<file path="src/common/mem_pkg.sv">
/* Internal memory bus: widths and the request and response structs between ports and arbiter */

package mem_pkg;

    // Word address of a 32-bit byte address
    localparam int MEM_WORD_ADDR_W = 30;
    localparam int MEM_DATA_W = 32;
    localparam int MEM_BE_W = MEM_DATA_W / 8;

    // Request from a port, 67 bits
    typedef struct packed {
        // High for a write, low for a read
        logic                       wr;
        logic [MEM_WORD_ADDR_W-1:0] addr;
        logic [MEM_DATA_W-1:0]      wdata;
        logic [MEM_BE_W-1:0]        be;
    } mem_req_t;

    // Response to the granted port, 33 bits
    typedef struct packed {
        logic [MEM_DATA_W-1:0] rdata;
        // Out-of-range address, becomes SLVERR at the port
        logic                  err;
    } mem_rsp_t;

endpackage

</file>
<file path="src/mem_arbiter.sv">
/* Round-robin arbiter of two memory ports: drives the RAM, flags
   out-of-range addresses and returns the response a cycle after grant */
`timescale 1ns/1ns

module mem_arbiter #(
    parameter int MEM_ADDR_WIDTH = 10
) (
    input  logic                              aclk,
    input  logic                              aresetn,
    input  logic [1:0]                        req_valid,
    input  mem_pkg::mem_req_t [1:0]           req,
    output logic [1:0]                        grant,
    output logic [1:0]                        rsp_valid,
    output mem_pkg::mem_rsp_t                 rsp,
    output logic                              mem_wr_en,
    output logic [mem_pkg::MEM_BE_W-1:0]      mem_be,
    output logic [MEM_ADDR_WIDTH-1:0]         mem_addr,
    output logic [mem_pkg::MEM_DATA_W-1:0]    mem_wdata,
    input  logic [mem_pkg::MEM_DATA_W-1:0]    mem_rdata
);

    import mem_pkg::*;

    logic       sel;
    logic       range_err;
    // High when port 1 goes first
    logic       prio_p1;
    logic [1:0] grant_q;
    logic       err_q;

    // Port 0 wins unless port 1 also asks and holds priority
    always_comb begin
        grant = 2'b00;
        if (req_valid[0] && !(req_valid[1] && prio_p1)) begin
            grant[0] = 1'b1;
        end else if (req_valid[1]) begin
            grant[1] = 1'b1;
        end
    end

    assign sel = grant[1];

    // Word address bits above the RAM depth must be zero
    assign range_err = (req[sel].addr >> MEM_ADDR_WIDTH) != '0;

    assign mem_wr_en = (|grant) & req[sel].wr & ~range_err;
    assign mem_be = req[sel].be;
    assign mem_addr = req[sel].addr[MEM_ADDR_WIDTH-1:0];
    assign mem_wdata = req[sel].wdata;

    always_ff @(posedge aclk or negedge aresetn) begin
        if (!aresetn) begin
            prio_p1 <= 1'b0;
            grant_q <= 2'b00;
            err_q <= 1'b0;
        end else begin
            grant_q <= grant;
            err_q <= range_err;
            // Priority moves to the port not just served
            if (|grant) begin
                prio_p1 <= grant[0];
            end
        end
    end

    // RAM read data is registered, aligned with grant_q
    assign rsp_valid = grant_q;
    assign rsp.rdata = err_q ? {MEM_DATA_W{1'b0}} : mem_rdata;
    assign rsp.err = err_q;

endmodule

</file>
<file path="config.mk">
export PLATFORM = sky130hd
export DESIGN_NAME = mem_arbiter
export DESIGN_NICKNAME = d
export VERILOG_FILES = /design/src/common/mem_pkg.sv /design/src/mem_arbiter.sv
export SDC_FILE = /design/constraint.sdc
export NUM_CORES = 1
export LEC_CHECK = 0
export ABC_AREA = 0
export BUFFER_PORTS_ARGS = -buffer_cell sky130_fd_sc_hd__buf_2
export CORE_AREA = 3 3 97 99
export CTS_CLUSTER_DIAMETER = 120
export DETAILED_ROUTE_END_ITERATION = 7
export DIE_AREA = 0 0 100 102
export GPL_ROUTABILITY_DRIVEN = 0
export PLACE_DENSITY = 0.57
export RECOVER_POWER = 50
export SYNTH_ARGS = -nofsm -noshare
export SYNTH_HDL_FRONTEND = slang
export SYNTH_SLANG_ARGS = --single-unit
</file>
<file path="constraint.sdc">
create_clock -name aclk -period 2.8 [get_ports aclk]
set_clock_uncertainty 0.1 [all_clocks]
set_input_delay 0.56 -clock aclk [delete_from_list [all_inputs] [get_ports aclk]]
set_output_delay 0.56 -clock aclk [all_outputs]
set_load 0.005 [all_outputs]
</file>
### Word level (Yosys, flattened, before mapping)

Cells that the tools add are included.

* add/sub/neg operators: 0
* reduce and logical (&&, ||, !) cells: 5
* equality and inequality tests: 0
* muxes and demuxes: 6
* order comparisons: 1
* div/mod/pow operators: 0
* bitwise logic cells: 3
* shifts and indexed selects: 0
* multiply operators: 0

Operator list (count)
* two-way mux 67 bit: 2
* two-way mux 32 bit: 1
* nonzero test 30 bit: 1
* two-way mux 1 bit: 3
* AND 1 bit: 2
* logical AND 1 bit: 2
* less-than comparator 1 x 2 -> 1 bit, second input constant: 1
* OR reduction 2 bit: 1
* zero test 1 bit: 1
* NOT 1 bit: 1

* memories kept: 0
* latch bits: 0
* ROM bits: 0
* register bits after elaboration: 4
* output and inout bits: 84
* bits in writable memories: 0

### Depth between registers and ports, before layout

Gate-level depths: netlist of the first run.

* word-level depth: 9
* mapped depth: 7
* mapped depth without buffers: 5

### Worst setup path after synthesis of the first run

OpenSTA, ideal clock, no wires.

* path kind: input -> output
* start: in req[62] (netlist bit)
* end: out mem_wr_en
* path slack: 614 ps
* data arrival time: 1526 ps
* cell stages on the path: 3
* buffers on the path: 0
* cells stage by stage: or4_1 -> nor4_2 -> o21ba_1

* cells in the longest elaborated chain, start to end: 5

RTL lines
* start, declared: RTL line mem_arbiter.sv:11 `input mem_pkg::mem_req_t [1:0] req,`
* two-way mux 67 bit (2 in a row)
* nonzero test 30 bit: RTL line mem_arbiter.sv:44 `assign range_err = (req[sel].addr >> MEM_ADDR_WIDTH) != '0;`
* NOT 1 bit: RTL line mem_arbiter.sv:46 `assign mem_wr_en = (|grant) & req[sel].wr & ~range_err;`
* AND 1 bit: RTL line mem_arbiter.sv:46
* end, declared: RTL line mem_arbiter.sv:15 `output logic mem_wr_en,`

No other way between the ends. The select of a mux whose other input is x is not followed.

### Worst setup path after layout of the first run

* start: in req_valid[0]
* end: out mem_wr_en

* cells in the longest elaborated chain, start to end: 7
* elaborated cells between the ends (all ways): 10

RTL lines
* start, declared: RTL line mem_arbiter.sv:10 `input logic [1:0] req_valid,`
* logical AND 1 bit (*): RTL line mem_arbiter.sv:34 `if (req_valid[0] && !(req_valid[1] && prio_p1)) begin`
* two-way mux 1 bit: RTL line mem_arbiter.sv:34
* two-way mux 67 bit (2 in a row)
* nonzero test 30 bit: RTL line mem_arbiter.sv:44
* NOT 1 bit: RTL line mem_arbiter.sv:46
* AND 1 bit (*): RTL line mem_arbiter.sv:46

Every way passes the cells marked *; elsewhere a longest branch is shown, timed or not. The select of a mux whose other input is x is not followed.

==> results of run 1 <==
metrics by stage:
step	utilization, %	instance area, um^2
4_1_cts	28.6	2470
3_3_place_gp	28.1	2430
2_1_floorplan	-	1070
6_report	28.1	2420
3_5_place_dp	28.1	2430
5_1_grt	28.1	2420
synth_stat cells, drive strengths merged:
library cell,instances
nand2,143
nor2b,32
buf,11
nor4,10
clkbuf,4
dfrtp,4
inv,2
or4,2
a21boi,1
a22oi,1
nand2b,1
nor2,1
o21ai,1
o21ba,1
worst register-to-register path: cells and delay by family, from the launching register on:
family / cells / cell delay (ns)
buf+inv: 1 / 0.16
flops: 1 / 0.37
simple gates: 4 / 0.90
worst max-delay path by stage:
| stage | startpoint | to | slack (ns) | depth (start not counted) |
|---|---|---|---|---|
| 2_1_floorplan | req[62] | mem_wr_en | 0.61 | 3 |
| 3_3_place_gp | req[62] | mem_wr_en | 0.37 | 5 |
| 3_5_place_dp | req[62] | mem_wr_en | 0.36 | 5 |
| 4_1_cts | req[62] | mem_wr_en | 0.35 | 5 |
| 5_1_grt | req_valid[0] | mem_wr_en | 0.18 | 7 |
| 6_report | req_valid[0] | mem_wr_en | 0.32 | 7 |
power breakdown:
| group | total [mW] | switching (mW) | internal (mW) |
|---|---|---|---|
| Sequential | 0.0646 | 0.00180 | 0.0628 |
| Combinational | 0.325 | 0.149 | 0.177 |
| Clock | 0.119 | 0.0275 | 0.0914 |
| Total | 0.509 | 0.178 | 0.331 |
sequential cells by signal, summed over array words and instances, names as in the netlist:
register   count
prio_p1        1
err_q          1
rsp_valid      2
cell families (layout without fill, tap and decap cells):
family / Yosys count / count (layout) / share of synthesized area, %
AO/OA/AOI/OAI: 4 / 4 / 2.81
buffers and inverters: 17 / 262 / 7.72
flip-flops: 4 / 4 / 9.36
AND/OR/NAND/NOR: 189 / 189 / 80.1
final cells by class:
type                    instances  area [um^2]  share of cell area [%]
repair buffers                257         1250                    51.7
multi-input cells             193          887                    36.6
well taps                     108          135                    5.58
flip-flops and latches          4          100                    4.13
clock buffers                   3         41.3                    1.70
inverters                       2         7.51                   0.310
metal layers:
| layer | global-route usage [%] | share of wire, % | vias up |
|---|---|---|---|
| met2 | 21.9 | 54 | 128 |
| met4 | 3.01 | 1.6 | 0 |
| met1 | 11.3 | 34 | 928 |
| met5 | 0 | 0 | - |
| met3 | 1.57 | 9.9 | 8 |
| li1 | - | - | 1145 |
==> impl_metrics.py, run 1 <==
metrics = {
    "outcome": {
        "status": "finished, final reports clean",
    },
    "yosys": {
        "ys_warn_count": 0,
        "syn-cell-area_um2": 1070,
        "avgSynthCellArea_um2": 5.00,
        "synth_top_cell_by_area": "nand2_1",
        "ys_types": 20,
        "seq_area_frac_synth_pct": 9.36,
        "synth_top_area_share_pct": 49.8,
        "synth-seq-cells": 4,
        "synth_nets": 384,
        "ys_top_cells_by_area": "nand2_1 50%, nor2b_1 19%, dfrtp_1 9.4%",
        "syn_inst": 214,
    },
    "worst_setup_path": {
        "r2r-start": "prio_p1$_DFFE_PN0P_",
        "crit_family": "simple AND/OR/NAND/NOR gates",
        "crit_slowest_cell": "nor4_2",
        "cpPeakStageDelay_ns": 0.35,
        "crit_path_max_fanout": 25,
        "arrival_ns": 1.82,
        "path_buf_inv": 3,
        "worst-setup-path-type": "in2out",
        "path_cells": "clkbuf_1 > nand2b_1 > nand2_4 > inv_1 > nor4_2 > o21ba_1 > buf_2",
        "r2r-end": "err_q$_DFF_PN0_",
        "endpoint_kind": "primary output",
        "worstPathRequired_ns": 2.14,
        "worst-r2r-setup-slack_ns": 1.13,
        "start_kind": "input pin",
        "rr_worst_depth": 5,
    },
    "grt": {
        "grt_max_degree": 34,
        "grt_pass1_wl_um": 9040,
        "grt-ovfl-total": 0,
        "antenna_found_initial": 0,
        "grt_pass1_vias": 1961,
        "track_usage_pct": 10.7,
    },
    "clocking": {
        "cts_buffer_depth": 2,
        "cts_sinks": 4,
        "clk_transition_reported_paths_ns": 0.03,
        "root_buffer": "clkbuf_8",
        "post_cts_resized": 0,
        "htreeDepth": 1,
        "post_cts_buffers": 0,
        "worstSkewPairLatency_ns": 0.21,
        "hold_buffers": 0,
        "cts_tree": "done",
        "numCtsBuffers": 3,
    },
    "floorplan": {
        "coreArea_um2": 8640,
        "core.rowCount": 34,
        "die_w_um": 100,
        "dieArea_um2": 10200,
        "die-height_um": 102,
        "ios": 254,
        "start_util_pct": 12.4,
    },
    "cells_and_area": {
        "area_growth_syn_to_layout_pct": 127,
        "nets": 631,
        "insertedDiodeCount": 0,
        "layoutNonFillerInstCount": 567,
        "num-fill-cells": 1032,
        "layout_commonest_cell": "buf_2",
        "layout_common_cells": "215 x buf_2, 142 x nand2_1, 35 x clkbuf_1, 32 x nor2b_1, 8 x nor4_1",
        "final_layout_size_suffix_gt1_share_pct": 49.9,
    },
    "place": {
        "dpl.hpwl_um": 5730,
        "portBuffers": 253,
        "pre_cts_ws_ns": 0.362,
        "dp_cells": 564,
    },
    "job": {
        "cap_violations": 0,
    },
    "detailed_routing": {
        "via_count": 2209,
        "first_pass_iters": 4,
        "routed_wl_um": 6530,
        "wl_per_cell_um": 11.5,
        "first_iter_violations": 18,
        "drc": 0,
        "viasPerCell": 3.90,
        "drtAntennaViolNets": 0,
    },
    "timing": {
        "setup_viol": 0,
        "worst_pin_slew_ns": 0.931,
        "period_share_pct": 88.4,
        "post-route-min-period_ns": 2.48,
        "fmax_mhz": 404,
        "finalSetupTns_ns": 0,
        "hold_slack_ns": 0.0650,
        "hold_viol": 0,
        "rsz0062_at_grt": "no",
        "relSlewSlack_pct": 37.9,
        "drv_slew": 0,
        "setup_ws_ns": 0.325,
    },
    "power_and_ir_drop": {
        "p_leak_nw": 1.51,
        "fin_total_pwr_uw": 509,
        "ir_worst_vdd_mv": 0.0962,
        "p_per_area_nw_per_um2": 210,
    },
    "worst_hold_path": {
        "hold_class": "in2async",
    },
}
Power figures use the tool's default switching activity.
==> run 2: changes to the inputs <==
==> constraint.sdc (replaced) <==
create_clock -name aclk -period 2.8 [get_ports aclk]
set_clock_uncertainty 0.1 [all_clocks]
set_input_delay 0.14 -clock aclk [delete_from_list [all_inputs] [get_ports aclk]]
set_output_delay 0.14 -clock aclk [all_outputs]
set_load 0.005 [all_outputs]
==> impl_metrics.py, run 2 (synthesized netlist as in run 1, its figures left out) <==
metrics = {
    "timing": {
        "relSlewSlack_pct": 37.3,
        "setup_viol": 0,
        "post-route-min-period_ns": 1.98,
        "worst_pin_slew_ns": 0.940,
        "drv_slew": 0,
        "finalSetupTns_ns": 0,
        "hold_slack_ns": 0.0978,
        "hold_viol": 0,
        "fmax_mhz": 506,
        "rsz0062_at_grt": "no",
        "period_share_pct": 70.6,
    },
    "clocking": {
        "post_cts_resized": 0,
        "clk_transition_reported_paths_ns": 0.03,
        "htreeDepth": 1,
        "cts_tree": "done",
        "numCtsBuffers": 3,
        "root_buffer": "clkbuf_8",
        "cts_sinks": 4,
        "worstSkewPairLatency_ns": 0.21,
        "cts_buffer_depth": 2,
    },
    "detailed_routing": {
        "viasPerCell": 3.86,
        "drc": 0,
        "first_pass_iters": 4,
        "via_count": 2185,
        "wl_per_cell_um": 11.5,
        "routed_wl_um": 6490,
        "first_iter_violations": 36,
        "drtAntennaViolNets": 0,
    },
    "worst_setup_path": {
        "crit_path_end": "mem_addr[8]",
        "arrival_ns": 1.74,
        "start_kind": "flop",
        "rr_worst_depth": 5,
        "endpoint_kind": "primary output",
        "r2r-end": "err_q$_DFF_PN0_",
        "r2r-start": "prio_p1$_DFFE_PN0P_",
        "crit_path_max_fanout": 26,
        "worstPathRequired_ns": 2.56,
        "worst-setup-path-type": "reg2out",
        "crit_start": "prio_p1$_DFFE_PN0P_",
        "worst-r2r-setup-slack_ns": 1.19,
    },
    "outcome": {
        "status": "finished, final reports clean",
    },
    "place": {
        "portBuffers": 253,
        "dpl.hpwl_um": 5530,
    },
    "floorplan": {
        "ios": 254,
        "die-height_um": 102,
        "core.rowCount": 34,
        "die_w_um": 100,
        "dieArea_um2": 10200,
        "coreArea_um2": 8640,
        "start_util_pct": 12.4,
    },
    "grt": {
        "antenna_found_initial": 0,
        "grt_pass1_wl_um": 9030,
        "grt_pass1_vias": 1963,
        "track_usage_pct": 10.7,
        "grt-ovfl-total": 0,
        "grt_max_degree": 48,
    },
    "power_and_ir_drop": {
        "ir_worst_vdd_mv": 0.119,
        "p_per_area_nw_per_um2": 210,
        "switching_share_pct": 35.0,
        "seqPwrFrac_pct": 12.8,
        "intPower_uw": 329,
        "fin_total_pwr_uw": 506,
        "combPwrFrac_pct": 63.7,
        "p_clk_share_pct": 23.5,
        "net-switching-power_uw": 177,
        "p_leak_nw": 1.51,
    },
    "job": {
        "cap_violations": 0,
    },
    "cells_and_area": {
        "area_growth_syn_to_layout_pct": 126,
        "layout_commonest_cell": "buf_2",
        "layout_common_cells": "216 x buf_2, 142 x nand2_1, 33 x clkbuf_1, 32 x nor2b_1, 9 x nor4_1",
        "num-fill-cells": 1006,
        "final_layout_size_suffix_gt1_share_pct": 49.8,
        "final_util_pct": 27.9,
        "insertedDiodeCount": 0,
        "largest_reg_flops": 2,
        "multi_input_area_um2": 881,
        "seqCellArea_um2": 100,
        "nets": 630,
    },
    "worst_hold_path": {
        "hold_class": "in2reg",
    },
}
## run 2: cell count changes in the layout (fill, tap and decap cells not counted), sizes merged
cell / delta
buf: +1
dlygate4sd3: +1
clkbuf: -3
## run 2: how the worst min path moves through the flow
| stage | start | to | slack [ns] | depth (start not counted) |
|---|---|---|---|---|
| CTS | req_valid[1] | prio_p1$_DFFE_PN0P_ | 0.1 | 2 |
| global route | req_valid[1] | prio_p1$_DFFE_PN0P_ | 0.11 | 2 |
| global placement | aresetn | rsp_valid[0]$_DFF_PN0_ | -0.15 | 1 |
| floorplan | aresetn | err_q$_DFF_PN0_ | -0.26 | 0 |
| finish | req_valid[1] | prio_p1$_DFFE_PN0P_ | 0.1 | 2 |
| detailed placement | aresetn | rsp_valid[0]$_DFF_PN0_ | -0.15 | 1 |
## run 2: layout make-up
class / count / area share, %
tap: 108 / 5.60
sequential: 4 / 4.15
inverter: 2 / 0.311
multi-input combinational: 193 / 36.5
timing repair buffer: 256 / 51.7
clock buffer: 3 / 1.71
## run 2: repair_timing
action	in CTS	in global routing
endpoints found under the hold margin	4	0
buffers inserted	0	0
hold buffers	1	0
## run 2: metal layers
metal	track usage, %	part of all wire, %
met5	0	0
met4	1.76	0.89
met3	1.77	10
met2	22.4	54
met1	11.3	35
## run 2: per-stage QoR
step | instances | cell area (um^2) | setup slack [ns]
floorplan | 214 | 1070 | 1.44
global placement | 562 | 2410 | 1.02
detailed placement | 562 | 2410 | 1.00
CTS | 566 | 2460 | 0.772
global route | 566 | 2410 | 0.602
finish | 566 | 2410 | 0.825
## run 2: critical path: stages, from the launching register on
cell	delay, ns
dfrtp_1	0.34
nand2b_1	0.16
nand2_4	0.06
inv_2	0.33
buf_4	0.35
nand2_1	0.09
nand2_1	0.06
buf_2	0.10
## run 2: power groups by stage
stage	clock [mW]	combinational, mW	sequential [mW]
after floorplan	0	0.130	0.0655
after global placement	0	0.324	0.0650
after detailed placement	0	0.328	0.0653
after CTS	0.124	0.331	0.0646
after global routing	0.128	0.367	0.0659
final	0.119	0.322	0.0647
==> run 3: changes to the inputs <==
Settings changed: ABC_AREA 0 to 1, CORE_AREA 3 3 97 99 to 3 3 98 100, DIE_AREA 0 0 100 102 to 0 0 101 103, PLACE_DENSITY 0.57 to 0.61.
Clock period 2.8 ns to 1.78 ns, I/O delays scaled along.
==> impl_metrics.py, run 3 <==
metrics = {
    "yosys": {
        "avgSynthCellArea_um2": 4.39,
        "synth-seq-cells": 4,
        "syn-cell-area_um2": 1250,
        "synth_common_cells": "158 x nand2_1, 54 x nor2_1, 46 x inv_1",
        "ys_top_cells_by_area": "nand2_1 47%, nor2_1 16%, inv_1 14%",
        "synth_top_area_share_pct": 47.4,
        "postSynth.asyncResetShare_pct": 100,
        "synth_ff_type": "dfrtp_1",
        "synth_edf_count": 0,
        "ys_warn_count": 0,
        "syn_inst": 285,
        "ys_types": 14,
        "synth_nets": 455,
        "synth.most_common_cell": "nand2_1",
        "seq_area_frac_synth_pct": 8.00,
        "synth_top_cell_by_area": "nand2_1",
    },
    "detailed_routing": {
        "drtAntennaViolNets": 0,
        "routed_wl_um": 6410,
        "wl_per_cell_um": 9.99,
        "drc": 0,
        "first_iter_violations": 30,
        "via_count": 2389,
        "first_pass_iters": 4,
        "viasPerCell": 3.72,
    },
    "clocking": {
        "cts_sinks": 4,
        "clk_transition_reported_paths_ns": 0.03,
        "root_buffer": "clkbuf_8",
        "cts_tree": "done",
        "htreeDepth": 1,
        "cts_buffer_depth": 2,
        "numCtsBuffers": 3,
        "worstSkewPairLatency_ns": 0.21,
    },
    "job": {
        "cap_violations": 0,
    },
    "outcome": {
        "status": "finished, final reports clean",
    },
    "floorplan": {
        "die_w_um": 101,
        "dieArea_um2": 10400,
        "start_util_pct": 14.3,
        "core.rowCount": 34,
        "die-height_um": 103,
        "ios": 254,
        "coreArea_um2": 8760,
    },
    "timing": {
        "post-route-min-period_ns": 1.70,
        "rsz0062_at_grt": "yes",
        "finalSetupTns_ns": 0,
        "fmax_mhz": 588,
        "hold_slack_ns": 0.0473,
        "setup_viol": 0,
        "period_share_pct": 95.6,
        "relSlewSlack_pct": 79.4,
        "worst_pin_slew_ns": 0.309,
        "drv_slew": 0,
        "hold_viol": 0,
    },
    "cells_and_area": {
        "final_util_pct": 30.3,
        "seqCellArea_um2": 100,
        "insertedDiodeCount": 0,
        "num-fill-cells": 998,
        "layout_commonest_cell": "buf_2",
        "layoutNonFillerInstCount": 642,
        "final_layout_size_suffix_gt1_share_pct": 49.4,
        "largest_reg_flops": 2,
        "nets": 706,
        "layout_common_cells": "250 x buf_2, 158 x nand2_1, 54 x nor2_1, 46 x inv_1, 5 x buf_4",
        "multi_input_area_um2": 848,
        "area_growth_syn_to_layout_pct": 112,
    },
    "worst_setup_path": {
        "crit_slowest_cell": "dfrtp_1",
        "arrival_ns": 1.51,
        "cpPeakStageDelay_ns": 0.37,
        "start_kind": "flop",
        "endpoint_kind": "primary output",
        "crit_path_max_fanout": 42,
        "worstPathRequired_ns": 1.59,
        "path_cells": "inv_2 > a21boi_4 > inv_4 > buf_12 > nand2_1 > nand2_1 > buf_2",
        "worst-setup-path-type": "reg2out",
        "crit_top_cell": "nand2_1",
    },
    "grt": {
        "grt_max_degree": 43,
        "grt-ovfl-total": 0,
        "grt_pass1_wl_um": 8370,
        "track_usage_pct": 9.94,
        "antenna_found_initial": 0,
        "grt_pass1_vias": 1902,
    },
    "power_and_ir_drop": {
        "fin_total_pwr_uw": 854,
        "ir_worst_vdd_mv": 0.171,
        "p_leak_nw": 1.95,
        "p_per_area_nw_per_um2": 321,
    },
    "place": {
        "portBuffers": 253,
        "dpl.hpwl_um": 5530,
        "dp_cells": 635,
    },
    "worst_hold_path": {
        "hold_class": "in2reg",
    },
}
run 3: cell types whose count changed in the layout (fill, tap and decap cells not counted), moves of 9 or more:
cell	previous run	this run
inv_1	1	46
nor2b_1	32	0
buf_2	216	250
nand2_1	142	158
nor2_1	1	54
nor4_1	9	0
clkbuf_1	33	3
run 3: layout make-up:
class / instances / area share [%]
inverters: 48 / 6.87
well taps: 108 / 5.08
flip-flops and latches: 4 / 3.77
multi-input cells: 218 / 31.9
clock buffers: 3 / 1.55
repair buffers: 261 / 50.8
run 3: repair_timing:
item,in CTS,in global routing
endpoints found under the setup margin,0,37
gates resized for setup,0,4
hold buffers,1,0
hold endpoints to repair,4,0
setup buffers,0,3
run 3: worst max-delay path, delay by kind of cell (launching register included):
kind / cells / cell delay, ns
simple gates: 2 / 0.13
compound gates: 1 / 0.27
buf+inv: 4 / 0.50
flops: 1 / 0.37
run 3: power by group:
| part | switching, mW | internal, mW |
|---|---|---|
| clock network | 0.0452 | 0.144 |
| logic | 0.264 | 0.297 |
| registers | 0.00418 | 0.0989 |
run 3: final timing paths:
path | from | cells past startpoint | slack, ns | to
worst max-delay path | prio_p1$_DFFE_PN0P_ | 7 | 0.08 | mem_wdata[31]
worst min-delay path | req_valid[0] | 2 | 0.05 | prio_p1$_DFFE_PN0P_
worst max register to register | prio_p1$_DFFE_PN0P_ | 6 | 0.40 | err_q$_DFF_PN0_
worst min register to register | prio_p1$_DFFE_PN0P_ | 1 | 0.44 | prio_p1$_DFFE_PN0P_
max in group asynchronous | aresetn | 2 | 1.24 | prio_p1$_DFFE_PN0P_
min in group asynchronous | aresetn | 2 | 0.15 | rsp_valid[0]$_DFF_PN0_
run 3: per-layer routing:
| layer | global-route usage, % | vias up | part of all wire, % |
|---|---|---|---|
| met4 | 2.97 | 0 | 0.90 |
| met1 | 10.5 | 963 | 35 |
| met3 | 0.812 | 4 | 9.5 |
| met2 | 20.5 | 127 | 55 |
| met5 | 0 | - | 0 |
| li1 | - | 1295 | - |
run 3: through the flow:
stage          cell area, um^2  worst slack, ns
2_1_floorplan             1250            0.619
3_3_place_gp              2570            0.295
3_5_place_dp              2570            0.242
4_1_cts                   2620          0.00633
5_1_grt                   2660          -0.0217
6_report                  2660           0.0780
run 3: cells by family after synthesis:
logic type             synth area share [%]
AND/OR/NAND/NOR                        65.0
buffers and inverters                  24.2
flip-flops                             8.00
AO/OA/AOI/OAI                          2.80
