--- src/common/axil_pkg.sv ---
/* AXI4-Lite protocol definitions: bus widths, response codes and channel payload structs */

package axil_pkg;

    // Byte address and data widths of the slave ports
    localparam int AXIL_ADDR_W = 32;
    localparam int AXIL_DATA_W = 32;
    localparam int AXIL_STRB_W = AXIL_DATA_W / 8;

    // Response codes, only the two this slave returns
    typedef enum logic [1:0] {
        OKAY   = 2'b00,
        SLVERR = 2'b10
    } axil_resp_e;

    // Write address, 35 bits
    typedef struct packed {
        logic [AXIL_ADDR_W-1:0] addr;
        logic [2:0]             prot;
    } axil_aw_t;

    // Read address, same layout as AW
    typedef struct packed {
        logic [AXIL_ADDR_W-1:0] addr;
        logic [2:0]             prot;
    } axil_ar_t;

    // Write data with byte strobes, 36 bits
    typedef struct packed {
        logic [AXIL_DATA_W-1:0] data;
        logic [AXIL_STRB_W-1:0] strb;
    } axil_w_t;

    typedef struct packed {
        axil_resp_e resp;
    } axil_b_t;

    // Read data plus response, 34 bits
    typedef struct packed {
        logic [AXIL_DATA_W-1:0] data;
        axil_resp_e             resp;
    } axil_r_t;

endpackage

--- src/common/mem_pkg.sv ---
/* Internal memory bus: widths and the request and response structs between ports and arbiter */

package mem_pkg;

    // Word address of a 32-bit byte address
    localparam int MEM_WORD_ADDR_W = 30;
    localparam int MEM_DATA_W = 32;
    localparam int MEM_BE_W = MEM_DATA_W / 8;

    // Request from a port, 67 bits
    typedef struct packed {
        // High for a write, low for a read
        logic                       wr;
        logic [MEM_WORD_ADDR_W-1:0] addr;
        logic [MEM_DATA_W-1:0]      wdata;
        logic [MEM_BE_W-1:0]        be;
    } mem_req_t;

    // Response to the granted port, 33 bits
    typedef struct packed {
        logic [MEM_DATA_W-1:0] rdata;
        // Out-of-range address, becomes SLVERR at the port
        logic                  err;
    } mem_rsp_t;

endpackage

--- src/ram.sv ---
/* Word RAM with byte-enable writes and a combinational or registered read port */
`timescale 1ns/1ns

module ram #(
    parameter int ADDR_WIDTH = 8,
    parameter int DATA_WIDTH = 32,
    parameter bit REG_OUT = 1'b0
) (
    input  logic                            aclk,
    input  logic                            wr_en,
    input  logic [(DATA_WIDTH + 7) / 8-1:0] be,
    input  logic [ADDR_WIDTH-1:0]           addr_in,
    input  logic [DATA_WIDTH-1:0]           data_in,
    input  logic [ADDR_WIDTH-1:0]           addr_out,
    output logic [DATA_WIDTH-1:0]           data_out
);

    logic [DATA_WIDTH-1:0] mem [2**ADDR_WIDTH];

    // Each bit follows the enable of the byte lane it sits in
    always_ff @(posedge aclk) begin
        if (wr_en) begin
            for (int i = 0; i < DATA_WIDTH; i++) begin
                if (be[i / 8]) begin
                    mem[addr_in][i] <= data_in[i];
                end
            end
        end
    end

    generate
        if (REG_OUT) begin : g_reg_out
            // Read data one cycle after the address
            always_ff @(posedge aclk) begin
                data_out <= mem[addr_out];
            end
        end else begin : g_comb_out
            assign data_out = mem[addr_out];
        end
    endgenerate

endmodule

--- src/scfifo.sv ---
/* Single-clock FIFO with a typed payload, full/empty and almost flags,
   flush, soft reset and an optional pass-thru path for an empty FIFO */
`timescale 1ns/1ns

module scfifo #(
    parameter type payload_t = logic [7:0],
    parameter bit PASS_THRU = 1'b0,
    parameter int ADDR_WIDTH = 2
) (
    input  logic     aclk,
    input  logic     aresetn,
    input  logic     srst,
    input  logic     flush,
    input  payload_t data_in,
    input  logic     push,
    output logic     full,
    output logic     afull,
    output payload_t data_out,
    input  logic     pull,
    output logic     empty,
    output logic     aempty
);

    localparam int DATA_WIDTH = $bits(payload_t);
    localparam int BE_WIDTH = (DATA_WIDTH + 7) / 8;

    // Pointers carry one extra wrap bit
    logic [ADDR_WIDTH:0]   wrptr;
    logic [ADDR_WIDTH:0]   rdptr;
    logic [ADDR_WIDTH:0]   ptr_diff;
    logic                  empty_flag;
    logic                  pass_thru;
    logic                  wr_en;
    logic [DATA_WIDTH-1:0] ram_rdata;

    //////////////////////////////////////////////////
    // Pointers
    //////////////////////////////////////////////////

    // No write while bypassing or clearing
    assign wr_en = push & ~full & ~pass_thru & ~flush & ~srst;

    always_ff @(posedge aclk or negedge aresetn) begin
        if (!aresetn) begin
            wrptr <= '0;
            rdptr <= '0;
        end else if (srst || flush) begin
            wrptr <= '0;
            rdptr <= '0;
        end else begin
            if (wr_en) begin
                wrptr <= wrptr + 1'b1;
            end
            // Pull on an empty FIFO is ignored
            if (pull && !empty_flag) begin
                rdptr <= rdptr + 1'b1;
            end
        end
    end

    //////////////////////////////////////////////////
    // Flags
    //////////////////////////////////////////////////

    assign ptr_diff = wrptr - rdptr;
    assign empty_flag = (wrptr == rdptr);
    assign full = (ptr_diff == {1'b1, {ADDR_WIDTH{1'b0}}});
    // One slot left
    assign afull = (ptr_diff == {1'b0, {ADDR_WIDTH{1'b1}}});
    // One entry left
    assign aempty = (ptr_diff == (ADDR_WIDTH + 1)'(1));

    // Flat storage, every byte lane written
    ram #(
        .ADDR_WIDTH (ADDR_WIDTH),
        .DATA_WIDTH (DATA_WIDTH),
        .REG_OUT    (1'b0)
    ) u_ram (
        .aclk     (aclk),
        .wr_en    (wr_en),
        .be       ({BE_WIDTH{1'b1}}),
        .addr_in  (wrptr[ADDR_WIDTH-1:0]),
        .data_in  (data_in),
        .addr_out (rdptr[ADDR_WIDTH-1:0]),
        .data_out (ram_rdata)
    );

    //////////////////////////////////////////////////
    // Output path
    //////////////////////////////////////////////////

    generate
        if (PASS_THRU) begin : g_pass_thru
            // Consumer waiting on an empty FIFO takes the input directly
            assign pass_thru = (pull & empty_flag) | flush;
            assign data_out = pass_thru ? data_in : payload_t'(ram_rdata);
            assign empty = pass_thru ? ~push : empty_flag;
        end else begin : g_stored
            assign pass_thru = 1'b0;
            assign data_out = payload_t'(ram_rdata);
            assign empty = empty_flag;
        end
    endgenerate

endmodule

--- src/axil_port/axil_port.sv ---
/* AXI4-Lite slave port: five channel FIFOs, read/write alternation with
   response credits, and routing of memory responses to B or R */
`timescale 1ns/1ns

module axil_port #(
    parameter int FIFO_ADDR_WIDTH = 2
) (
    input  logic               aclk,
    input  logic               aresetn,
    input  logic               flush,
    input  axil_pkg::axil_aw_t aw,
    input  logic               awvalid,
    output logic               awready,
    input  axil_pkg::axil_w_t  w,
    input  logic               wvalid,
    output logic               wready,
    output axil_pkg::axil_b_t  b,
    output logic               bvalid,
    input  logic               bready,
    input  axil_pkg::axil_ar_t ar,
    input  logic               arvalid,
    output logic               arready,
    output axil_pkg::axil_r_t  r,
    output logic               rvalid,
    input  logic               rready,
    output logic               req_valid,
    output mem_pkg::mem_req_t  req,
    input  logic               grant,
    input  logic               rsp_valid,
    input  mem_pkg::mem_rsp_t  rsp
);

    import axil_pkg::*;
    import mem_pkg::*;

    axil_aw_t   aw_q;
    axil_w_t    w_q;
    axil_ar_t   ar_q;
    axil_b_t    b_in;
    axil_r_t    r_in;
    axil_resp_e rsp_code;
    logic       aw_full;
    logic       aw_empty;
    logic       w_full;
    logic       w_empty;
    logic       ar_full;
    logic       ar_empty;
    logic       b_full;
    logic       b_afull;
    logic       b_empty;
    logic       r_full;
    logic       r_afull;
    logic       r_empty;
    logic       rd_ok;
    logic       wr_ok;
    logic       sel_rd;
    logic       prefer_rd;
    logic       pending_rd;
    logic       rd_pop;
    logic       wr_pop;
    logic       b_push;
    logic       r_push;

    //////////////////////////////////////////////////
    // Channel FIFOs
    //////////////////////////////////////////////////

    // Port flush only clears pointers, the bypass flush stays idle
    scfifo #(.payload_t(axil_aw_t), .ADDR_WIDTH(FIFO_ADDR_WIDTH)) u_aw_fifo (
        .aclk, .aresetn, .srst(flush), .flush(1'b0),
        .data_in(aw), .push(awvalid), .full(aw_full), .afull(),
        .data_out(aw_q), .pull(wr_pop), .empty(aw_empty), .aempty()
    );

    scfifo #(.payload_t(axil_w_t), .ADDR_WIDTH(FIFO_ADDR_WIDTH)) u_w_fifo (
        .aclk, .aresetn, .srst(flush), .flush(1'b0),
        .data_in(w), .push(wvalid), .full(w_full), .afull(),
        .data_out(w_q), .pull(wr_pop), .empty(w_empty), .aempty()
    );

    scfifo #(.payload_t(axil_ar_t), .ADDR_WIDTH(FIFO_ADDR_WIDTH)) u_ar_fifo (
        .aclk, .aresetn, .srst(flush), .flush(1'b0),
        .data_in(ar), .push(arvalid), .full(ar_full), .afull(),
        .data_out(ar_q), .pull(rd_pop), .empty(ar_empty), .aempty()
    );

    // Response FIFOs bypass when the master is already waiting
    // Pull is the ready itself since the FIFO ignores it when empty
    scfifo #(.payload_t(axil_b_t), .PASS_THRU(1'b1), .ADDR_WIDTH(FIFO_ADDR_WIDTH)) u_b_fifo (
        .aclk, .aresetn, .srst(flush), .flush(1'b0),
        .data_in(b_in), .push(b_push), .full(b_full), .afull(b_afull),
        .data_out(b), .pull(bready), .empty(b_empty), .aempty()
    );

    scfifo #(.payload_t(axil_r_t), .PASS_THRU(1'b1), .ADDR_WIDTH(FIFO_ADDR_WIDTH)) u_r_fifo (
        .aclk, .aresetn, .srst(flush), .flush(1'b0),
        .data_in(r_in), .push(r_push), .full(r_full), .afull(r_afull),
        .data_out(r), .pull(rready), .empty(r_empty), .aempty()
    );

    assign awready = ~aw_full;
    assign wready = ~w_full;
    assign arready = ~ar_full;
    assign bvalid = ~b_empty;
    assign rvalid = ~r_empty;

    //////////////////////////////////////////////////
    // Request side
    //////////////////////////////////////////////////

    // Keep a free slot for the response already in flight
    assign rd_ok = ~ar_empty & ~r_full & ~r_afull;
    assign wr_ok = ~aw_empty & ~w_empty & ~b_full & ~b_afull;
    // Toggle only matters when both kinds are eligible
    assign sel_rd = rd_ok & (~wr_ok | prefer_rd);

    assign req_valid = rd_ok | wr_ok;
    assign req.wr = ~sel_rd;
    assign req.addr = sel_rd ? ar_q.addr[AXIL_ADDR_W-1:2] : aw_q.addr[AXIL_ADDR_W-1:2];
    assign req.wdata = w_q.data;
    assign req.be = w_q.strb;

    assign rd_pop = grant & sel_rd;
    assign wr_pop = grant & ~sel_rd;

    // Remember the kind of the granted request for its response
    always_ff @(posedge aclk or negedge aresetn) begin
        if (!aresetn) begin
            prefer_rd <= 1'b0;
            pending_rd <= 1'b0;
        end else if (grant) begin
            prefer_rd <= ~prefer_rd;
            pending_rd <= sel_rd;
        end
    end

    //////////////////////////////////////////////////
    // Response side
    //////////////////////////////////////////////////

    assign rsp_code = rsp.err ? SLVERR : OKAY;
    assign b_in = '{resp: rsp_code};
    assign r_in = '{data: rsp.rdata, resp: rsp_code};
    assign b_push = rsp_valid & ~pending_rd;
    assign r_push = rsp_valid & pending_rd;

endmodule

--- config.mk ---
export PLATFORM = sky130hd
export DESIGN_NAME = axil_port
export DESIGN_NICKNAME = d
export VERILOG_FILES = /design/src/common/axil_pkg.sv /design/src/common/mem_pkg.sv /design/src/ram.sv /design/src/scfifo.sv /design/src/axil_port/axil_port.sv
export SDC_FILE = /design/constraint.sdc
export NUM_CORES = 1
export LEC_CHECK = 0
export BUFFER_PORTS_ARGS = -buffer_cell sky130_fd_sc_hd__buf_2
export CAP_MARGIN = 25
export CORE_UTILIZATION = 45
export CTS_CLUSTER_SIZE = 20
export DETAILED_ROUTE_END_ITERATION = 7
export REMOVE_ABC_BUFFERS = 1
export SLEW_MARGIN = 20
export SYNTH_ARGS = -nofsm -noshare
export SYNTH_HDL_FRONTEND = slang
export SYNTH_SLANG_ARGS = --single-unit
--- constraint.sdc ---
create_clock -name aclk -period 3.88 [get_ports aclk]
set_input_delay 0.776 -clock aclk [delete_from_list [all_inputs] [get_ports aclk]]
set_output_delay 0.776 -clock aclk [all_outputs]
set_load 0.005 [all_outputs]
Word level (Yosys, flattened, before mapping)
Memory sizes are Yosys's and may differ from the RTL's.
Index checks and enable logic that the tools add are counted.

cells by class
  add/subtract/negate cells = 15
  eq/ne operators = 12
  bitwise gates (word level) = 47
  muxes and demuxes = 36
  reductions and logical operators = 20

operators with widths
  kind                                                             count
  3-bit 2-to-1 mux                                                 20
  34-bit 2-to-1 mux                                                1
  3-bit by 1-bit adder with 3-bit output, second input constant    10
  30-bit 2-to-1 mux                                                1
  1-bit AND                                                        24
  1-bit NOT                                                        21
  2-bit nonzero test                                               10
  3-bit == test                                                    5
  3-bit == test, second input constant                             5
  3-bit subtractor                                                 5
  1-bit 2-to-1 mux                                                 12
  3-bit by 2-bit == test with 1-bit output, second input constant  2
  1-bit logical AND                                                5
  1-bit zero test                                                  5
  2-bit 2-to-1 mux                                                 2
  1-bit bitwise OR                                                 2

storage, ports and cells
  output and inout bits = 109
  word-level logic and storage cells = 147
  memories kept = 5
  memory bits (writable) = 568
  bits in registers = 32
  input port bits = 149

memories
  memory               depth  bits a word  read ports  clocked after memory_dff  wr ports  line       RTL
  u_w_fifo.u_ram.mem   4      36           1           0                         1         ram.sv:18  logic [DATA_WIDTH-1:0] mem [2**ADDR_WIDTH];
  u_ar_fifo.u_ram.mem  4      35           1           0                         1         ram.sv:18
  u_aw_fifo.u_ram.mem  4      35           1           0                         1         ram.sv:18
  u_r_fifo.u_ram.mem   4      34           1           0                         1         ram.sv:18
  u_b_fifo.u_ram.mem   4      2            1           0                         1         ram.sv:18

Logic depth before layout (Yosys ltp)
Gate-level depths: netlist (run 1).

  depth in word-level cells = 13
  mapped depth = 10
  gate-level depth less buffers = 9

By module
From an unflattened synthesis (run 1), not the netlist that was laid out.

second synthesis, totals
  cell total of the unflattened synthesis = 1170
  area total of the unflattened synthesis = 24875.1 um^2

modules (own cells, without submodules)
  module                      instances  area each (um^2)  sequential area each (um^2)  cells each
  ram at u_ar_fifo.u_ram ...  2          5318.9            4204.0                       209
  ram at u_w_fifo.u_ram       1          5465.2            4324.1                       214
  ram at u_r_fifo.u_ram       1          5171.2            4083.9                       204
  scfifo at u_ar_fifo ...     3          431.7             150.1                        44
  scfifo at u_r_fifo          1          893.4             150.1                        85
  axil_port                   1          603.1             50.0                         53
  scfifo at u_b_fifo          1          478.0             150.1                        50
  ram at u_b_fifo.u_ram       1          331.6             240.2                        14

Worst setup path before layout (run 1)
Ideal clock, no wire load.

  kind = flip-flop to output port
  start = register u_r_fifo.rdptr[1]
  end = output req[61] in the netlist's numbering
  arrival time = 2.909 ns
  cell stages (with the launch flop) = 10
  slack = 0.195 ns
  path buffers = 3
  required time = 3.104 ns
  path through = dfrtp_1 -> clkbuf_1 -> clkbuf_1 -> inv_1 -> fa_1 -> xnor3_1 -> and3_1 -> a211oi_4 -> buf_2 -> mux2_2

RTL lines
  item                    line             RTL
  start, declared         scfifo.sv:29     logic [ADDR_WIDTH:0] rdptr;
  start signal, assigned  scfifo.sv:56     rdptr <= rdptr + 1'b1;
  end, declared           axil_port.sv:27  output mem_pkg::mem_req_t req,

==> flow_metrics.py, run 1 <==
metrics = {
    "sta": {
        "hold_slack_ps": 265,
        "setup_viol": 25,
        "tns_ps": -647,
        "layout_setup_ws_ps": -68.0,
        "min_period_ps": 3950,
        "clock_skew_ps": 9.06,
        "rsz0062_at_grt": "true",
        "fin_crit_sh_pct": 102,
        "max_freq_mhz": 253,
        "report.final.slew_viol_count": 0,
        "hold_viol": 0,
        "worst_pin_slew_ps": 1010,
        "relSlewSlack_pct": 32.4,
    },
    "setup_path": {
        "path_class": "reg -> out",
        "worstPathCellList": "inv_2 -> ha_4 -> inv_2 -> fa_2 -> xnor3_2 -> mux2i_4 -> a211oi_4 -> buf_6 -> buf_12 -> buf_16 -> mux2_4 -> buf_6",
        "cp_slowest_stage_delay_ps": 390,
        "crit_family": "buffers and inverters",
        "cp.depth": 12,
        "critPathArrivalTime_ps": 3170,
        "crit_buf_inv": 6,
        "reg2reg_depth": 7,
        "slowest_stage": "dfrtp_1",
        "cp_max_fo": 5,
        "critical_path.startpoint_type": "flip-flop",
        "cp.required_ps": 3100,
        "end_kind": "output port",
    },
    "cells_and_area": {
        "area_growth_pct": 19.8,
        "drive_gt1_share_pct": 44.4,
        "nets": 1501,
        "final_cell_area_sq_um": 26200,
        "layout.cells.non_filler": 1976,
    },
    "global_route": {
        "antenna_found_initial": 8,
        "grtUsageTotal_pct": 18.4,
        "gr-total-overflow": 0,
        "first_global_vias": 11000,
        "grt_start_max_net_pins": 40,
        "grt_pass1_wl_mm": 67.3,
    },
    "floorplan": {
        "die_h_um": 222,
        "initial_core_util_pct": 45.7,
        "die_x_um": 222,
        "core_sq_um": 47800,
        "rows": 80,
        "die-area_sq_um": 49500,
        "ioPinCount": 258,
    },
    "synth": {
        "ys_types": 39,
        "synthFlopType": "edfxtp_1",
        "yosys-top-cells-area": "edfxtp_1 71%, mux4_2 13%, dfrtp_1 3.7%",
        "synth_seq_area_share_pct": 75.1,
        "ys_ff_latch": 552,
        "synth_edf_count": 520,
        "synthCells": 1009,
        "synth_top_cells_by_count": "520 x edfxtp_1, 130 x mux4_2, 67 x mux2_2",
        "yosys.area.top_type_share_pct": 71.4,
        "yosysWarnings": 0,
        "async_flop_share_pct": 5.80,
        "synth_area_leader_cell": "edfxtp_1",
        "syn-cell-area_sq_um": 21900,
        "synth_most_common_cell": "edfxtp_1",
        "syn_avg_cell_area_sq_um": 21.7,
    },
    "routing": {
        "dr.pass1.iters": 5,
        "ant_nets": 0,
        "wl_mm": 45.2,
        "num_vias": 10600,
        "drc": 0,
        "initialDrtViolationCount": 580,
        "avgViaCountPerCell": 5.35,
        "wl_per_cell_um": 22.9,
    },
    "clocking": {
        "cts-buffers-inserted": 57,
        "clock-sinks": 552,
        "cts_buffer_depth": 3,
        "clock_latency_ps": 590,
        "path_clk_slew_ps": 60,
        "cts-root-buf": "clkbuf_16",
        "ctsHoldBuffers": 0,
        "tritoncts": "yes",
        "h-tree-depth": 2,
    },
    "hold_path": {
        "hold_path.class": "in -> async",
    },
    "placement": {
        "port_buffers": 245,
        "place_congestion": 0.746,
        "dp.cells": 1848,
        "pre_cts_slack_ps": 182,
        "place_area_sq_um": 23900,
        "place.detailed.hpwl_mm": 26.5,
    },
    "power_and_ir_drop": {
        "p_leak_uw": 0.00904,
        "irDropWorstVdd_mv": 0.613,
        "power.density_nw_per_um2": 668,
    },
    "outcome": {
        "violations": "negative setup slack",
        "status": "finished, violations left",
    },
    "run": {
        "max_cap_viol_count": 0,
    },
}
-- registers in the layout, indices dropped and copies added (netlist names) --
register             count
pending_rd               1
prefer_rd                1
u_ar_fifo.rdptr          3
u_ar_fifo.u_ram.mem    120
u_ar_fifo.wrptr          3
u_aw_fifo.rdptr          3
u_aw_fifo.u_ram.mem    120
u_aw_fifo.wrptr          3
u_b_fifo.rdptr           3
u_b_fifo.u_ram.mem       4
u_b_fifo.wrptr           3
u_r_fifo.rdptr           3
u_r_fifo.u_ram.mem     132
u_r_fifo.wrptr           3
u_w_fifo.rdptr           3
u_w_fifo.u_ram.mem     144
u_w_fifo.wrptr           3
-- cell type report --
cell class | instances | area [sq um]
inverters | 20 | 75.1
clock buffers | 74 | 1550
well taps | 615 | 769
multi-input cells | 394 | 5350
diodes | 1 | 2.50
clock inverters | 30 | 211
fillers | 3749 | 21600
flip-flops and latches | 552 | 16400
repair buffers | 290 | 1830
-- where the power goes --
| group | switching (uW) | internal, uW | leakage [uW] | total [uW] |
|---|---|---|---|---|
| combinational | 2430 | 2940 | 0.00303 | 5370 |
| clock | 2190 | 2940 | 0.000868 | 5130 |
| sequential | 108 | 6910 | 0.00514 | 7010 |
| total | 4730 | 12800 | 0.00904 | 17500 |
-- metrics by stage --
stage	total power, uW	utilization, %
after floorplan	9800	-
after global placement	11300	49.9
after detailed placement	11400	49.9
after CTS	17800	54.7
after global routing	18300	54.8
final	17500	54.8
-- kinds of logic after synthesis --
kind of cell,after synthesis,share of synthesized area [%]
adders and majority gates,37,2.19
other,1,0.0171
xor gates and xnor gates,25,1.13
and+or+nand+nor,103,2.40
AOI/OAI and AO/OA,22,0.744
DFF,552,75.1
muxes,205,17.2
buffers and inverters,64,1.24
-- final timing paths --
| path | from | to | slack, ps |
|---|---|---|---|
| hold / removal | aresetn | u_b_fifo.rdptr[0] | 260 |
| min in group aclk | aw[32] | u_aw_fifo.u_ram.mem[2][32] | 390 |
| hold reg to reg | prefer_rd | prefer_rd | 490 |
| max in group asynchronous | aresetn | u_aw_fifo.rdptr[1] | 3050 |
| setup / recovery | u_b_fifo.wrptr[0] | req[38] | -70 |
| setup reg to reg | u_r_fifo.wrptr[1] | u_r_fifo.u_ram.mem[3][3] | 1050 |
-- repair_timing --
action | in CTS | in global routing
setup endpoints to repair | 32 | 30
buffers inserted | 17 | 2
gates resized for setup | 55 | 11
cloned | 5 | 0
pin swaps | 8 | 0
-- cells in the final DEF (no fill, tap or decap), types with 3 or more instances in the layout --
cell / n
clkbuf_1: 12
a21oi_1: 4
o21ai_0: 7
dfrtp_2: 6
nand2b_1: 9
o211ai_1: 3
buf_2: 224
clkbuf_16: 58
nand4_1: 4
nor2_1: 30
dfrtp_1: 26
and2_1: 12
mux2_4: 21
clkbuf_8: 4
nand3_1: 13
ha_1: 33
and2_2: 12
buf_6: 23
edfxtp_1: 520
clkinv_2: 13
mux2_2: 46
xnor2_1: 12
buf_4: 36
clkinv_1: 10
buf_16: 3
xor2_1: 11
nor2b_1: 4
nand2_1: 12
mux2i_1: 7
buf_12: 3
inv_1: 16
mux4_2: 130
inv_2: 4
-- routing by layer --
metal | track usage (%) | wire length, um | vias to the layer above
met1 | 23.8 | 19000 | 5524
li1 | - | - | 4734
met5 | 0 | 80 | -
met3 | 4.67 | 2500 | 63
met4 | 3.98 | 640 | 14
met2 | 31.4 | 23000 | 235
Power figures use the tool's default switching activity.
==> inputs of run 2 (changes only) <==
--- a/config.mk
+++ b/config.mk
@@ -6,10 +6,10 @@
 export NUM_CORES = 1
 export LEC_CHECK = 0
 export BUFFER_PORTS_ARGS = -buffer_cell sky130_fd_sc_hd__buf_2
-export CAP_MARGIN = 25
 export CORE_UTILIZATION = 45
 export CTS_CLUSTER_SIZE = 20
 export DETAILED_ROUTE_END_ITERATION = 7
+export PLACE_DENSITY = 0.73
 export REMOVE_ABC_BUFFERS = 1
 export SLEW_MARGIN = 20
 export SYNTH_ARGS = -nofsm -noshare
==> constraint.sdc (replaced) <==
create_clock -name aclk -period 3.88 [get_ports aclk]
set_input_delay 0.776 -clock aclk [delete_from_list [all_inputs] [get_ports aclk]]
set_output_delay 0.776 -clock aclk [all_outputs]
set_load 0.02 [all_outputs]
==> run 2 against run 1 <==
Against the previous run: the run still ends with negative setup slack left; final cell count is 0.25% lower; clock power up 5.8%; sequential power hardly changed; hold slack got worse by 30 ps.
==> flow_metrics.py, run 2 (synthesis gave the netlist of run 1 again) <==
metrics = {
    "outcome": {
        "status": "finished, violations left",
        "violations": "negative setup slack",
    },
    "clocking": {
        "ctsHoldBuffers": 0,
        "cts_buffer_depth": 3,
        "path_clk_slew_ps": 60,
        "tritoncts": "yes",
        "clock_latency_ps": 610,
        "h-tree-depth": 2,
        "cts-buffers-inserted": 55,
        "clock-sinks": 552,
        "cts-root-buf": "clkbuf_16",
    },
    "sta": {
        "layout_setup_ws_ps": -78.1,
        "worst_pin_slew_ps": 1010,
        "report.final.slew_viol_count": 0,
        "min_period_ps": 3960,
        "clock_skew_ps": 23.5,
        "hold_viol": 0,
        "max_freq_mhz": 253,
        "fin_crit_sh_pct": 102,
        "relSlewSlack_pct": 32.4,
        "tns_ps": -1180,
        "rsz0062_at_grt": "true",
        "setup_viol": 30,
    },
    "global_route": {
        "grt_start_max_net_pins": 40,
        "first_global_vias": 11400,
        "gr-total-overflow": 0,
        "grt_pass1_wl_mm": 68.2,
        "grtUsageTotal_pct": 18.6,
        "antenna_found_initial": 11,
    },
    "routing": {
        "met1Wirelength_mm": 17.8,
        "initialDrtViolationCount": 727,
        "met3_length_mm": 3.24,
        "drc": 0,
        "num_vias": 10700,
        "wl_per_cell_um": 22.8,
        "dr.pass1.iters": 5,
        "avgViaCountPerCell": 5.41,
        "ant_nets": 0,
        "met2_length_mm": 23.0,
        "wl_mm": 45.0,
        "dr.max_layer_used": "met5",
    },
    "setup_path": {
        "end_kind": "output port",
        "critPathArrivalTime_ps": 3180,
        "worstPathCellList": "inv_2 -> ha_4 -> inv_2 -> fa_2 -> xnor3_2 -> mux2i_4 -> a211oi_4 -> buf_6 -> buf_12 -> mux2_4 -> buf_6",
        "slowest_stage": "dfrtp_1",
        "path_class": "reg -> out",
        "cp_max_fo": 8,
        "cp_slowest_stage_delay_ps": 390,
        "critical_path.startpoint_type": "flip-flop",
        "cp.required_ps": 3100,
    },
    "floorplan": {
        "die_h_um": 222,
        "die-area_sq_um": 49500,
        "die_x_um": 222,
        "initial_core_util_pct": 45.7,
        "ioPinCount": 258,
        "core_sq_um": 47800,
        "rows": 80,
    },
    "cells_and_area": {
        "post-route-util_pct": 55.1,
        "area_growth_pct": 20.6,
        "largest_reg_flops": 144,
        "final_cell_mix": "520 x edfxtp_1, 215 x buf_2, 130 x mux4_2, 56 x clkbuf_16, 37 x mux2_2",
        "drive_gt1_share_pct": 44.1,
        "top_regs": "u_w_fifo.u_ram.mem (144), u_r_fifo.u_ram.mem (132)",
        "nets": 1495,
        "layout_commonest_cell": "edfxtp_1",
        "top_register": "u_w_fifo.u_ram.mem",
    },
    "power_and_ir_drop": {
        "p_leak_uw": 0.00909,
        "power_uw": 18700,
        "power.density_nw_per_um2": 711,
        "irDropWorstVdd_mv": 0.809,
    },
    "placement": {
        "pre_cts_slack_ps": 158,
        "place_congestion": 0.738,
        "port_buffers": 245,
        "place.detailed.hpwl_mm": 26.2,
    },
    "run": {
        "max_cap_viol_count": 0,
    },
    "hold_path": {
        "hold_path.class": "in -> async",
    },
}
run 2: cell types whose count changed in the layout (fill, tap and decap cells not counted), moves of 5 or more:
| cell | delta |
|---|---|
| clkinv_2 | -6 |
| bufinv_16 | +6 |
| mux2_2 | -9 |
| mux2_4 | +9 |
| buf_4 | -5 |
| buf_6 | +9 |
| buf_2 | -9 |
run 2: power by group:
part           switching [uW]  leakage, uW  total [uW]  internal [uW]
clock                    2190     0.000902        5430           3240
sequential                111      0.00514        7020           6910
combinational            3220      0.00305        6300           3070
run 2: critical path, delay by kind of cell, from the launching register on:
family          cells  cell delay (ps)
fa+ha+maj           2              460
mux                 2              550
flops               1              390
compound gates      1              290
xor+xnor            1              270
buf+inv             5              610
run 2: repair_timing:
action,in CTS,in global routing
buffers inserted,20,2
gates cloned,3,0
pin swaps,7,1
endpoints found under the hold margin,0,0
gates resized for setup,50,71
endpoints found under the setup margin,31,31
run 2: cell type report:
cell class | count | area (sq um)
multi-input combinational | 394 | 5390
inverter | 20 | 75.1
sequential | 552 | 16400
timing repair buffer | 286 | 1850
clock buffer | 74 | 1500
antenna | 2 | 5.00
tap | 615 | 769
clock inverter | 28 | 359
fill | 3600 | 21500
run 2: path summary, 6_finish.rpt:
path	end	slack [ps]	start	cells past startpoint
min in group aclk	u_w_fifo.u_ram.mem[1][23]	380	w[23]	1
max in group asynchronous	u_ar_fifo.rdptr[0]	3080	aresetn	1
worst max register to register	u_ar_fifo.u_ram.mem[3][9]	1020	u_ar_fifo.wrptr[0]	7
worst min-delay path	u_aw_fifo.wrptr[2]	230	aresetn	1
worst max-delay path	req[58]	-80	u_b_fifo.wrptr[0]	11
worst min register to register	prefer_rd	510	prefer_rd	1
run 2: stage by stage:
| step | cell area [sq um] | cells | hold slack, ps |
|---|---|---|---|
| 2_1_floorplan | 21700 | 966 | 442 |
| 3_3_place_gp | 23900 | 1844 | 455 |
| 3_5_place_dp | 23900 | 1844 | 459 |
| 4_1_cts | 26100 | 1969 | 245 |
| 5_1_grt | 26400 | 1970 | 293 |
| 6_report | 26400 | 1971 | 234 |
run 2: routing by layer:
metal  global-route usage [%]  vias to the layer above
met4                     5.49                       18
met1                     23.2                     5504
li1                         -                     4715
met2                     31.9                      353
met5                        0                        -
met3                     4.75                       82
